## src/icache_config.svh

```systemverilog
`ifndef ICACHE_CONFIG_SVH
`define ICACHE_CONFIG_SVH
`default_nettype none

// ==================================================
// Line geometry
// ==================================================

// Width of one read beat on the bus
`define ICACHE_BEAT_BITS 256
// Two beats make up one cache line
`define ICACHE_LINE_BEATS 2
// Byte offset bits inside a beat and inside a whole line
`define ICACHE_BEAT_OFFS ($clog2(`ICACHE_BEAT_BITS / 8))
`define ICACHE_LINE_OFFS (`ICACHE_BEAT_OFFS + $clog2(`ICACHE_LINE_BEATS))

// ==================================================
// Bus and miss tracking
// ==================================================

// Transaction id is {slot, beat}, so the slot count is tied to this width
`define ICACHE_TID_BITS 4
`define ICACHE_SLOTS 8
`define ICACHE_SLOT_BITS ($clog2(`ICACHE_SLOTS))
`define ICACHE_VADR_BITS 32
`define ICACHE_PADR_BITS 32
// Core number placed in every request, and the width of that field
`define ICACHE_CORENO 1
`define ICACHE_CID_BITS 6

`default_nettype wire
`endif

```

## src/icache_pkg.sv

```systemverilog
`include "icache_config.svh"
`default_nettype none

package icache_pkg;

	// ==================================================
	// Scalar types
	// ==================================================

	typedef logic [`ICACHE_VADR_BITS-1:0] vadr_t;
	typedef logic [`ICACHE_PADR_BITS-1:0] padr_t;
	typedef logic [`ICACHE_TID_BITS-1:0] tid_t;
	typedef logic [`ICACHE_SLOT_BITS-1:0] slot_t;
	typedef logic [`ICACHE_CID_BITS-1:0] coreno_t;
	typedef logic [`ICACHE_BEAT_BITS-1:0] beat_t;

	// Tag arrays indexed by slot, shared between request and ack sides
	typedef vadr_t [`ICACHE_SLOTS-1:0] slot_vtags_t;
	typedef padr_t [`ICACHE_SLOTS-1:0] slot_ptags_t;

	// A full line; beat 0 holds the lower half of the line address range
	typedef beat_t [`ICACHE_LINE_BEATS-1:0] icache_line_t;

	// Response kind; IRQ responses carry an interrupt record, not data
	typedef enum logic [1:0] {
		OKAY = 2'd0,
		ERR  = 2'd1,
		IRQ  = 2'd2
	} resp_kind_e;

	// ==================================================
	// Bus records
	// ==================================================

	// Read request for one beat
	// The address is the line address with the beat index filled in
	typedef struct packed {
		logic    cyc;
		tid_t    tid;
		coreno_t cid;
		padr_t   padr;
	} bus_req_t;

	// Interrupt record as delivered by the bus, one 32-bit word
	typedef struct packed {
		logic [31-`ICACHE_CID_BITS-12:0] rsvd;
		coreno_t    src_core;
		logic [7:0] cause;
		logic [3:0] level;
	} irq_rec_t;

	// Interrupt view of the payload, the record sits in the low word
	typedef struct packed {
		logic [`ICACHE_BEAT_BITS-$bits(irq_rec_t)-1:0] pad;
		irq_rec_t rec;
	} irq_view_t;

	// The same payload word read either as a data beat or as an interrupt
	typedef union packed {
		beat_t     data;
		irq_view_t irq;
	} bus_payload_u;

	// Response for one beat, or an interrupt notification
	typedef struct packed {
		logic         ack;
		resp_kind_e   kind;
		tid_t         tid;
		bus_payload_u dat;
	} bus_resp_t;

endpackage

`default_nettype wire

```

## src/icache_req_gen.sv

```systemverilog
`include "icache_config.svh"
`default_nettype none

module icache_req_gen (
	input  wire clk,
	input  wire rst,
	input  wire hit,
	input  wire tlb_v,
	input  wire miss_v,
	input  wire icache_pkg::vadr_t miss_vadr,
	input  wire icache_pkg::padr_t miss_padr,
	input  wire ftam_full,
	input  wire wr_ic,
	input  wire icache_pkg::slot_t fill_slot,
	output icache_pkg::bus_req_t wbm_req,
	output icache_pkg::slot_vtags_t slot_vtags,
	output icache_pkg::slot_ptags_t slot_ptags
);
	import icache_pkg::*;

	// Which beat is presented in wbm_req while cyc is high
	typedef enum logic {
		ISS_B0 = 1'b0,
		ISS_B1 = 1'b1
	} iss_st_e;

	logic [`ICACHE_SLOTS-1:0] busy;
	logic [`ICACHE_SLOTS-1:0] dup_hit;
	logic any_free;
	slot_t free_slot;
	iss_st_e iss_st;
	logic last_out;
	logic iss_busy;
	logic accept;

	// Beat address inside the line of a, with the byte offset cleared
	function automatic padr_t beat_adr(input padr_t a, input logic b);
		return {a[`ICACHE_PADR_BITS-1:`ICACHE_LINE_OFFS], b, {`ICACHE_BEAT_OFFS{1'b0}}};
	endfunction

	// ==================================================
	// Miss acceptance
	// ==================================================

	// Lowest numbered free slot
	// Scanning downward lets the last match win
	always_comb begin
		any_free = 1'b0;
		free_slot = '0;
		for (int i = `ICACHE_SLOTS - 1; i >= 0; i--) begin
			if (!busy[i]) begin
				any_free = 1'b1;
				free_slot = slot_t'(i);
			end
		end
	end

	// A line already in flight in any busy slot must not be requested twice
	always_comb begin
		for (int i = 0; i < `ICACHE_SLOTS; i++) begin
			dup_hit[i] = busy[i] &&
				slot_ptags[i][`ICACHE_PADR_BITS-1:`ICACHE_LINE_OFFS] ==
				miss_padr[`ICACHE_PADR_BITS-1:`ICACHE_LINE_OFFS];
		end
	end

	// The last beat leaves the request port this cycle
	assign last_out = wbm_req.cyc && iss_st == ISS_B1 && !ftam_full;

	// The sequencer counts as free once its final beat is going out,
	// so a new miss can follow back to back without cyc dropping
	assign iss_busy = wbm_req.cyc && !last_out;

	assign accept = miss_v && tlb_v && !hit && !iss_busy && any_free && !(|dup_hit);

	// ==================================================
	// Slot state
	// ==================================================

	// A slot stays busy until its line has been written into the cache
	// The slot being freed is busy this cycle, so it is never the one picked
	always_ff @(posedge clk) begin
		if (rst) begin
			busy <= '0;
		end
		else begin
			if (wr_ic)
				busy[fill_slot] <= 1'b0;
			if (accept)
				busy[free_slot] <= 1'b1;
		end
	end

	// Tags are kept for the ack side, which copies them out with the line
	always_ff @(posedge clk) begin
		if (accept) begin
			slot_vtags[free_slot] <= miss_vadr;
			slot_ptags[free_slot] <= miss_padr;
		end
	end

	// ==================================================
	// Issue sequencer
	// ==================================================

	// Beat 0 is loaded on accept, beat 1 once beat 0 is taken by the bus
	// While ftam_full is high nothing in wbm_req changes
	always_ff @(posedge clk) begin
		if (rst) begin
			wbm_req.cyc <= 1'b0;
			iss_st <= ISS_B0;
		end
		else if (accept) begin
			wbm_req.cyc <= 1'b1;
			wbm_req.tid <= {free_slot, 1'b0};
			wbm_req.cid <= coreno_t'(`ICACHE_CORENO);
			wbm_req.padr <= beat_adr(miss_padr, 1'b0);
			iss_st <= ISS_B0;
		end
		else if (wbm_req.cyc && !ftam_full) begin
			if (iss_st == ISS_B0) begin
				// Same slot, second half of the line
				wbm_req.tid[0] <= 1'b1;
				wbm_req.padr <= beat_adr(wbm_req.padr, 1'b1);
				iss_st <= ISS_B1;
			end
			else begin
				// Both beats are out and no miss is waiting
				wbm_req.cyc <= 1'b0;
				iss_st <= ISS_B0;
			end
		end
	end

endmodule

`default_nettype wire

```

## src/icache_ack_proc.sv

```systemverilog
`include "icache_config.svh"
`default_nettype none

module icache_ack_proc #(
	parameter int WAYS = 4,
	localparam int WAY_BITS = (WAYS > 1) ? $clog2(WAYS) : 1
) (
	input  wire clk,
	input  wire rst,
	input  wire icache_pkg::bus_resp_t wbm_resp,
	input  wire icache_pkg::slot_vtags_t slot_vtags,
	input  wire icache_pkg::slot_ptags_t slot_ptags,
	output logic wr_ic,
	output icache_pkg::slot_t fill_slot,
	output icache_pkg::icache_line_t line_o,
	output icache_pkg::vadr_t fill_vadr,
	output icache_pkg::padr_t fill_padr,
	output logic [WAY_BITS-1:0] way,
	output logic irq_v,
	output icache_pkg::irq_rec_t irq_o
);
	import icache_pkg::*;

	slot_t resp_slot;
	logic resp_beat;
	logic is_irq;
	logic is_beat;
	logic line_done;
	icache_line_t line_nxt;
	logic [`ICACHE_SLOTS-1:0][`ICACHE_LINE_BEATS-1:0] arrived;
	beat_t beat_mem [`ICACHE_SLOTS][`ICACHE_LINE_BEATS];

	// ==================================================
	// Response decode
	// ==================================================

	// Upper id bits select the slot, the low bit the half of the line
	assign resp_slot = wbm_resp.tid[`ICACHE_TID_BITS-1:1];
	assign resp_beat = wbm_resp.tid[0];

	// Interrupts are split off here and never reach the slot buffers
	assign is_irq = wbm_resp.ack && wbm_resp.kind == IRQ;

	// There is no retry path, so an ERR beat is stored like an OKAY one
	// and the slot still drains
	assign is_beat = wbm_resp.ack && wbm_resp.kind != IRQ;

	// The other half already arrived, so this beat completes the line
	assign line_done = is_beat && arrived[resp_slot][~resp_beat];

	// Incoming beat is bypassed into its half, the other half comes from the buffer
	always_comb begin
		for (int b = 0; b < `ICACHE_LINE_BEATS; b++) begin
			if (b == int'(resp_beat))
				line_nxt[b] = wbm_resp.dat.data;
			else
				line_nxt[b] = beat_mem[resp_slot][b];
		end
	end

	// ==================================================
	// Beat collection
	// ==================================================

	// Buffer holds beats until the partner beat of the slot shows up
	always_ff @(posedge clk) begin
		if (is_beat)
			beat_mem[resp_slot][resp_beat] <= wbm_resp.dat.data;
	end

	// Arrival bits per slot and beat
	// Cleared as the line is handed off so the slot can be reused
	always_ff @(posedge clk) begin
		if (rst) begin
			arrived <= '0;
		end
		else if (is_beat) begin
			if (line_done)
				arrived[resp_slot] <= '0;
			else
				arrived[resp_slot][resp_beat] <= 1'b1;
		end
	end

	// ==================================================
	// Cache write
	// ==================================================

	// wr_ic is high for one cycle per completed line
	// way steps round robin once each write has gone out
	always_ff @(posedge clk) begin
		if (rst) begin
			wr_ic <= 1'b0;
			way <= '0;
		end
		else begin
			wr_ic <= line_done;
			if (wr_ic)
				way <= (way == WAY_BITS'(WAYS - 1)) ? '0 : way + 1'b1;
		end
	end

	// Line and tags are captured with the completing beat
	// The slot is still busy in the generator, so its tags are valid here
	always_ff @(posedge clk) begin
		if (line_done) begin
			fill_slot <= resp_slot;
			line_o <= line_nxt;
			fill_vadr <= slot_vtags[resp_slot];
			fill_padr <= slot_ptags[resp_slot];
		end
	end

	// ==================================================
	// Interrupt path
	// ==================================================

	always_ff @(posedge clk) begin
		if (rst)
			irq_v <= 1'b0;
		else
			irq_v <= is_irq;
	end

	// Same payload word, read through its interrupt view
	always_ff @(posedge clk) begin
		if (is_irq)
			irq_o <= wbm_resp.dat.irq.rec;
	end

endmodule

`default_nettype wire

```

## src/icache_fill_ctrl.sv

```systemverilog
`default_nettype none

module icache_fill_ctrl #(
	parameter int WAYS = 4,
	localparam int WAY_BITS = (WAYS > 1) ? $clog2(WAYS) : 1
) (
	input  wire clk,
	input  wire rst,
	input  wire ftam_full,
	input  wire hit,
	input  wire tlb_v,
	input  wire miss_v,
	input  wire icache_pkg::vadr_t miss_vadr,
	input  wire icache_pkg::padr_t miss_padr,
	input  wire icache_pkg::bus_resp_t wbm_resp,
	output icache_pkg::bus_req_t wbm_req,
	output logic wr_ic,
	output logic [WAY_BITS-1:0] way,
	output icache_pkg::icache_line_t line_o,
	output icache_pkg::vadr_t fill_vadr,
	output icache_pkg::padr_t fill_padr,
	output logic irq_v,
	output icache_pkg::irq_rec_t irq_o
);
	import icache_pkg::*;

	// Tags of every outstanding miss, looked up by the ack side
	slot_vtags_t slot_vtags;
	slot_ptags_t slot_ptags;
	// Slot whose line is being written, freed in the generator after wr_ic
	slot_t fill_slot;

	// Accepts misses and issues the two read beats of each line
	icache_req_gen u_req_gen (
		.clk(clk),
		.rst(rst),
		.hit(hit),
		.tlb_v(tlb_v),
		.miss_v(miss_v),
		.miss_vadr(miss_vadr),
		.miss_padr(miss_padr),
		.ftam_full(ftam_full),
		.wr_ic(wr_ic),
		.fill_slot(fill_slot),
		.wbm_req(wbm_req),
		.slot_vtags(slot_vtags),
		.slot_ptags(slot_ptags)
	);

	// Collects responses, passes interrupts on, writes finished lines
	icache_ack_proc #(
		.WAYS(WAYS)
	) u_ack_proc (
		.clk(clk),
		.rst(rst),
		.wbm_resp(wbm_resp),
		.slot_vtags(slot_vtags),
		.slot_ptags(slot_ptags),
		.wr_ic(wr_ic),
		.fill_slot(fill_slot),
		.line_o(line_o),
		.fill_vadr(fill_vadr),
		.fill_padr(fill_padr),
		.way(way),
		.irq_v(irq_v),
		.irq_o(irq_o)
	);

endmodule

`default_nettype wire

```

## config.mk

```make
export PLATFORM = sky130hd
export DESIGN_NAME = icache_fill_ctrl
export DESIGN_NICKNAME = d
export VERILOG_FILES = /design/src/icache_pkg.sv /design/src/icache_req_gen.sv /design/src/icache_ack_proc.sv /design/src/icache_fill_ctrl.sv
export VERILOG_INCLUDE_DIRS = /design/src
export SDC_FILE = /design/constraint.sdc
export NUM_CORES = 2
export LEC_CHECK = 0
export ABC_AREA = 1
export BUFFER_PORTS_ARGS = -buffer_cell sky130_fd_sc_hd__buf_2
export CAP_MARGIN = 30
export CORE_MARGIN = 2
export CORE_UTILIZATION = 40
export CTS_CLUSTER_DIAMETER = 200
export CTS_CLUSTER_SIZE = 24
export DETAILED_ROUTE_END_ITERATION = 16
export PLACE_DENSITY = 0.66
export SYNTH_ARGS = -nofsm -noshare
export SYNTH_HDL_FRONTEND = slang
export SYNTH_SLANG_ARGS = --single-unit
```

## constraint.sdc

```tcl
create_clock -name clk -period 12.8 [get_ports clk]
set_clock_uncertainty 0.05 [all_clocks]
set_input_delay 0.64 -clock clk [delete_from_list [all_inputs] [get_ports clk]]
set_output_delay 0.64 -clock clk [all_outputs]
set_load 0.02 [all_outputs]
```

# ---- After elaboration in Yosys (flattened, before gate mapping)
# Memory sizes are Yosys's and may differ from the RTL's. A register that Yosys moved wholly into a read port is not among the register bits.
# Cells that the tools add are included.
dict set report word_totals {
  reg_bits 677
  latchBits 0
  mem_bits_rw 4096
  mem_bits_ro 0
  input_bits 333
  word_cells 168
  n_memories 1
}
dict set report op_classes {
  addsub 1
  multipliers 0
  n_div 0
  magnitude_cmp 11
  eq_ne 12
  n_shift 0
  mux 56
  n_bitwise 9
  n_reduce_logical 37
}
# memory words word_bits rd rd_clocked_by_memory_dff wr line
set mem_list {}
lappend mem_list {u_ack_proc.beat_mem 8 512 1 1 1 icache_ack_proc.sv:31} ;# beat_t beat_mem [`ICACHE_SLOTS][`ICACHE_LINE_BEATS];
# operator count
set op_table {}
lappend op_table {{bitwise mux 256 bit} 2}
lappend op_table {{two-way mux 512 bit} 1}
lappend op_table {{demux 256 bit (select 1 bit)} 1}
lappend op_table {{two-way mux 256 bit} 1}
lappend op_table {{equality test 26 bit} 8}
lappend op_table {{binary-select mux 32 bit (select 3 bit)} 2}
lappend op_table {{two-way mux 32 bit} 5}
lappend op_table {{demux 32 bit (select 3 bit)} 1}
lappend op_table {{logical AND 1 bit} 25}
lappend op_table {{two-way mux 3 bit} 8}
lappend op_table {{two-way mux 8 bit} 3}
lappend op_table {{two-way mux 1 bit} 20}
lappend op_table {{bitwise AND 16 bit} 1}
lappend op_table {{two-way mux 16 bit} 1}
lappend op_table {{inverter 16 bit} 1}
lappend op_table {{bitwise OR 16 bit} 1}
lappend op_table {{demux 2 bit (select 3 bit)} 2}
lappend op_table {{less-than comparator 3 x 4 -> 1 bit, second input constant} 3}
lappend op_table {{>= comparator 3 x 1 -> 1 bit, second input constant} 3}
lappend op_table {{bitwise AND 8 bit} 1}
lappend op_table {{two-way mux 2 bit} 4}
lappend op_table {{inverter 8 bit} 1}
lappend op_table {{bitwise OR 8 bit} 1}
lappend op_table {{OR reduction 8 bit} 1}
lappend op_table {{other kinds (18)} 29}

# ---- Logic depth before layout (Yosys ltp)
dict set report logic_depth {
  word_depth 14
  mapped_depth 15
}

# ---- By module
# From an unflattened synthesis, not the netlist that was laid out.
dict set report hier_totals {
  hier_cells 16513
  area_unflattened_um2 206390.4
}
# module instances cells_each area_each_um2 seq_area_each_um2
set by_module_without_submodules {}
lappend by_module_without_submodules {icache_ack_proc 1 15013 185394.1 141745.9}
lappend by_module_without_submodules {icache_req_gen 1 1500 20996.4 16475.8}

# ---- Least setup slack after synthesis
# No wires, ideal clock.
dict set report synth_path {
  kind {input -> register}
  from {in wbm_resp[260] (netlist name)}
  to {mem u_ack_proc.beat_mem[0][256] (netlist name), enable pin}
  setup_ns 0.880
  arrival_ns 12.203
  required_ns 11.870
  setup_slack_ns -0.333
  stages 8
  n_path_buf 2
  path_cell_list {inv_1 nand2_1 nand2_1 nor2_2 inv_1 buf_2 buf_1 nor2_1}
}
dict set report synth_between {
  elab_chain_len 4
}
# element line
set synth_rtl {}
lappend synth_rtl {{from (decl)} icache_fill_ctrl.sv:15} ;# input wire icache_pkg::bus_resp_t wbm_resp,
lappend synth_rtl {{inequality test 2 bit} icache_ack_proc.sv:46} ;# assign is_beat = wbm_resp.ack && wbm_resp.kind != IRQ;
lappend synth_rtl {{logical AND 1 bit} icache_ack_proc.sv:46}
lappend synth_rtl {{two-way mux 1 bit} icache_ack_proc.sv:67} ;# if (is_beat)
lappend synth_rtl {{two-way mux 512 bit (not written as such)} icache_ack_proc.sv:68} ;# beat_mem[resp_slot][resp_beat] <= wbm_resp.dat.data;
lappend synth_rtl {{to (decl)} icache_ack_proc.sv:31}
# No other way between the ends.

# ---- Worst setup path in the final report
dict set report layout_path {
  from {in wbm_resp[259] (netlist name)}
  to {reg u_ack_proc.line_o[139] (netlist name), enable pin}
}
dict set report layout_between {
  elab_chain_len 5
}
# element line
set layout_rtl {}
lappend layout_rtl {{binary-select mux 2 bit (select 3 bit)} icache_ack_proc.sv:49} ;# assign line_done = is_beat && arrived[resp_slot][~resp_beat];
lappend layout_rtl {{two-way mux 2 bit (not written as such)} icache_ack_proc.sv:49}
lappend layout_rtl {{two-way mux 1 bit (not written as such) (2 in series)} icache_ack_proc.sv:49}
lappend layout_rtl {{logical AND 1 bit} icache_ack_proc.sv:49}
lappend layout_rtl {{via u_ack_proc.line_done} icache_ack_proc.sv:28} ;# logic line_done;
lappend layout_rtl {{to (signal assigned)} icache_ack_proc.sv:108} ;# line_o <= line_nxt;
lappend layout_rtl {{to (decl)} icache_ack_proc.sv:15} ;# output icache_pkg::icache_line_t line_o,
# The timed path passes the listed nets, and every way through them passes these cells. The select of a mux whose other input is x is not followed.
# A chain may end at the register's enable or synchronous reset.

==> impl_results.md <==
* Number of buffers inserted during clock tree synthesis at around 240
* Max Transition Viols Final at 0
* Vias at 113000
* Dominant cells by area after synthesis: sky130_fd_sc_hd__edfxtp_1 81%, sky130_fd_sc_hd__nand2_1 3.5%, sky130_fd_sc_hd__a221oi_1 3.5%, sky130_fd_sc_hd__a41oi_1 2.0%, sky130_fd_sc_hd__nor2_1 1.5%
* Number of optimization iterations in the first detailed-route pass at 8
* Top cell type by total area after synthesis: sky130_fd_sc_hd__edfxtp_1
* Type of destination of the critical path: flop
* FFs w/ async S/R, synth at 0
* Post-Place Worst Slack at 6.06 ns
* Arrival time of data at the critical path endpoint at between 6 and 7 ns
* Post-cts resize count at 0
* Type of the worst setup path: in2reg
* Final hold violation count at 0
* Number of antenna violations at the first check in global routing at roughly 140
* Number of cells in the finished layout apart from fillers at about 19000
* Most repeated cell in the gate-level netlist after synthesis: sky130_fd_sc_hd__edfxtp_1
* Via count of the first global-routing pass at 105000
* Routed wire length per instance at ~31 um
* Launching point of the worst reg2reg path: u_ack_proc.arrived[9]$_SDFFE_PP0P_
* Fraction of the yosys area taken by sequential cells at 0.818
* Number of remaining DRC errors at 0
* Die height at about 700 um
* Result of the run: finished, final reports clean
* GRT Resource Usage Total at 0.237
* Achievable clock frequency at approximately 170 MHz
* Number of buffers inserted by port buffering at 976
* Bufs on Longest Clock Path at 4
* Hold Path Depth at 4
* Worst Hold End: u_ack_proc.irq_v$_SDFF_PP0_
* Row Count at roughly 260
* Aggregate negative setup slack at 0 ns
* Fraction of post-synthesis cell area in the top cell type by area at 0.815
* Maximum vdd ir drop at between 0.1 and 0.15 mV
* CTS HTree Levels at 4
* Global-route wire length before repair at 828000 um
* RSZ-0062 raised after global routing: false
* Crit path time final at ~5.8 ns
* Total standard cell area after synthesis at 194000 um2
* Syn-to-layout area delta at 11.4%
* Final Cell Area at between 200000 and 250000 um2
* Number of nets in the layout at around 13000
* Number of cells on the worst reg-to-reg path at 7
* Number of register bits inferred by synthesis at 5279
* Average footprint of a synthesized cell at 16.6 um2
* Area of the core region at 482000 um2
* Setup-failing EPs final at 0
* Ports at slightly below 1000
* Total wire length at around 600000 um
* Clock Root Buffer: sky130_fd_sc_hd__clkbuf_16
* Hold slack at roughly 0.063 ns
* Drt via density at a little under 6
* Post-DRT Antenna Nets at 0
* Hold WC Path Type: in2reg
* Yosys cell types at 44
* Number of inserted filler cells in the final layout at 41500
* Width of the chip at 700 um
* CTS clock-pin slew for the worst setup and hold paths at 0.11 ns
* Clock sink total at approximately 5300
* Slew margin rel. at 0.0444
* Highest fanout seen on the critical path at roughly 110
* EDFF count, synth at roughly 5200
* Syn Inst Count at ~12000
* Leakage power figure at ~69 nW
* Largest net degree at the start of global routing at between 100 and 150
* Sort of element at the start of the critical path: input port
* Areal power density over the cells at 137 nW/um2
* Cell Area, Placed at 206000 um2
* Fraction of final layout cells sized beyond drive strength 1 at 0.119
* Actual slew at the worst max-slew pin at approximately 1.4 ns
* Number of warnings reported in the yosys synthesis log at 0
* Worst hold start: wbm_resp[262]
* Starting density of the core at 0.401
* Number of setup buffers added after CTS at 0
* Required @ worst endpoint at approximately 13 ns
* Final setup margin at 7.01 ns
* Half-perimeter wire length of the detailed placement result at approximately 350000 um
* Clock tree from TritonCTS: built
* RePlAce Congestion at 0.882
* Leading register cell type out of synthesis: sky130_fd_sc_hd__edfxtp_1
* Remaining Overflow, GRT at 0
* DRC violation total after the first TritonRoute iteration at approximately 17000
* Fin crit share at 0.453
* Placed cells at between 15000 and 20000
* Flop2flop setup slack at about 9.0 ns
* Max-cap violation count at 0
* Clk Latency, worst-skew pair at 1.05 ns
* List of most frequent post-synthesis cells: 5249 x sky130_fd_sc_hd__edfxtp_1, 1819 x sky130_fd_sc_hd__nand2_1, 778 x sky130_fd_sc_hd__a221oi_1
* Die outline area at about 490000 um2
* Endpoint of the lowest-slack register-to-register path: u_ack_proc.line_o[139]$_DFFE_PP_
## through the flow
step	power, W	util
floorplan	0.0206	-
global route	0.0303	0.447
detailed placement	0.0213	0.427
CTS	0.0297	0.447
global placement	0.0212	0.426
finish	0.0296	0.447
## logic make-up (layout without fill, tap and decap cells)
group,after synthesis,after routing,share of synthesized area
compound gates,2432,2432,0.100
xor+xnor,58,58,0.00263
fa+ha+maj,1,1,0.0000646
buf+inv,1135,2242,0.0244
flops,5279,5279,0.818
other cells,2,76,0.0000388
simple gates,2737,2737,0.0552
## area by class of cell
type | instances | area, um2 | share of cell area
Antenna cell | 65 | 163 | 0.000754
Clock inverter | 10 | 179 | 0.000830
Tap cell | 6425 | 8040 | 0.0373
Sequential cell | 5279 | 158000 | 0.734
Inverter | 471 | 1840 | 0.00851
Multi-Input combinational cell | 5239 | 30800 | 0.143
Timing Repair Buffer | 1487 | 10100 | 0.0469
Clock buffer | 274 | 6240 | 0.0289
## worst max path at each step
stage / to / cells after the start / slack, ns / startpoint
after detailed placement: u_ack_proc.beat_mem[4][112]$_DFFE_PP_ / 11 / 6.06 / wbm_resp[260]
final: u_ack_proc.line_o[139]$_DFFE_PP_ / 11 / 7.01 / wbm_resp[259]
after floorplan: u_ack_proc.beat_mem[0][256]$_DFFE_PP_ / 8 / -0.33 / wbm_resp[260]
after global placement: u_ack_proc.beat_mem[2][53]$_DFFE_PP_ / 10 / 5.98 / wbm_resp[260]
after CTS: u_ack_proc.line_o[139]$_DFFE_PP_ / 11 / 6.96 / wbm_resp[259]
after global routing: u_ack_proc.line_o[213]$_DFFE_PP_ / 11 / 6.84 / wbm_resp[259]
## per-layer routing
layer  track usage  up-vias  wire length, um
li1              -    47500                -
met1         0.321    58500           232000
met2         0.373     6526           278000
met3        0.0477      870            62900
met4         0.102       56            30100
met5             0        -              363
## report_power, final
part / total, W / internal [W] / switching [W]
registers: 0.0194 / 0.0193 / 0.0000759
clock network: 0.00865 / 0.00347 / 0.00519
logic: 0.00161 / 0.000457 / 0.00116
total: 0.0296 / 0.0232 / 0.00642
## flip-flops by register name, summed over array words and instances, names as in the netlist
name                  count
u_ack_proc.arrived       16
u_ack_proc.beat_mem    4096
u_ack_proc.fill_padr     32
u_ack_proc.fill_slot      3
u_ack_proc.fill_vadr     32
u_ack_proc.irq_o         32
u_ack_proc.irq_v          1
u_ack_proc.line_o       512
u_ack_proc.way            2
u_ack_proc.wr_ic          1
u_req_gen.busy            8
u_req_gen.iss_st          1
u_req_gen.slot_ptags    256
u_req_gen.slot_vtags    256
u_req_gen.wbm_req        31
## what timing repair did
item                        CTS  global route
hold buffers                313             0
setup endpoints to repair     0             0
hold endpoints to repair   4147             0
## critical path, cell delays in order
cell and delay [ns]:
sky130_fd_sc_hd__dlygate4sd3_1 0.58, sky130_fd_sc_hd__buf_2 0.24, sky130_fd_sc_hd__inv_2 0.17, sky130_fd_sc_hd__nand3_4 0.63, sky130_fd_sc_hd__inv_8 0.93, sky130_fd_sc_hd__a22oi_1 0.20, sky130_fd_sc_hd__nand3_1 0.12, sky130_fd_sc_hd__o21ai_1 0.15
sky130_fd_sc_hd__nand2_8 0.83, sky130_fd_sc_hd__buf_12 0.62, sky130_fd_sc_hd__buf_4 0.88
## placed cells by master, fill, tap and decap left out, types with 9 or more instances in the layout
master                             n
sky130_fd_sc_hd__edfxtp_1       5249
sky130_fd_sc_hd__xor2_1           19
sky130_fd_sc_hd__o21ai_0          50
sky130_fd_sc_hd__clkbuf_1         29
sky130_fd_sc_hd__o2111ai_1        13
sky130_fd_sc_hd__a41oi_1         448
sky130_fd_sc_hd__nand2_1        1819
sky130_fd_sc_hd__a22oi_1         263
sky130_fd_sc_hd__diode_2          65
sky130_fd_sc_hd__nor2_1          746
sky130_fd_sc_hd__a31oi_1          51
sky130_fd_sc_hd__inv_2            26
sky130_fd_sc_hd__buf_12           26
sky130_fd_sc_hd__a32oi_1          14
sky130_fd_sc_hd__nor2_4           21
sky130_fd_sc_hd__a221oi_1        778
sky130_fd_sc_hd__clkbuf_16       245
sky130_fd_sc_hd__o21ai_1          13
sky130_fd_sc_hd__nand3_1          22
sky130_fd_sc_hd__buf_2           976
sky130_fd_sc_hd__conb_1           11
sky130_fd_sc_hd__a22o_1          294
sky130_fd_sc_hd__nor2_2           19
sky130_fd_sc_hd__dlygate4sd3_1   313
sky130_fd_sc_hd__buf_4           158
sky130_fd_sc_hd__o22ai_1          27
sky130_fd_sc_hd__a211oi_1         10
sky130_fd_sc_hd__buf_16           14
sky130_fd_sc_hd__xnor2_1          39
sky130_fd_sc_hd__a21oi_1         309
sky130_fd_sc_hd__inv_8             9
sky130_fd_sc_hd__inv_1           436
sky130_fd_sc_hd__dfxtp_1          30
sky130_fd_sc_hd__o2bb2ai_1       156
sky130_fd_sc_hd__nand4_1          87
No activity file was read; power rests on OpenSTA's default activity.
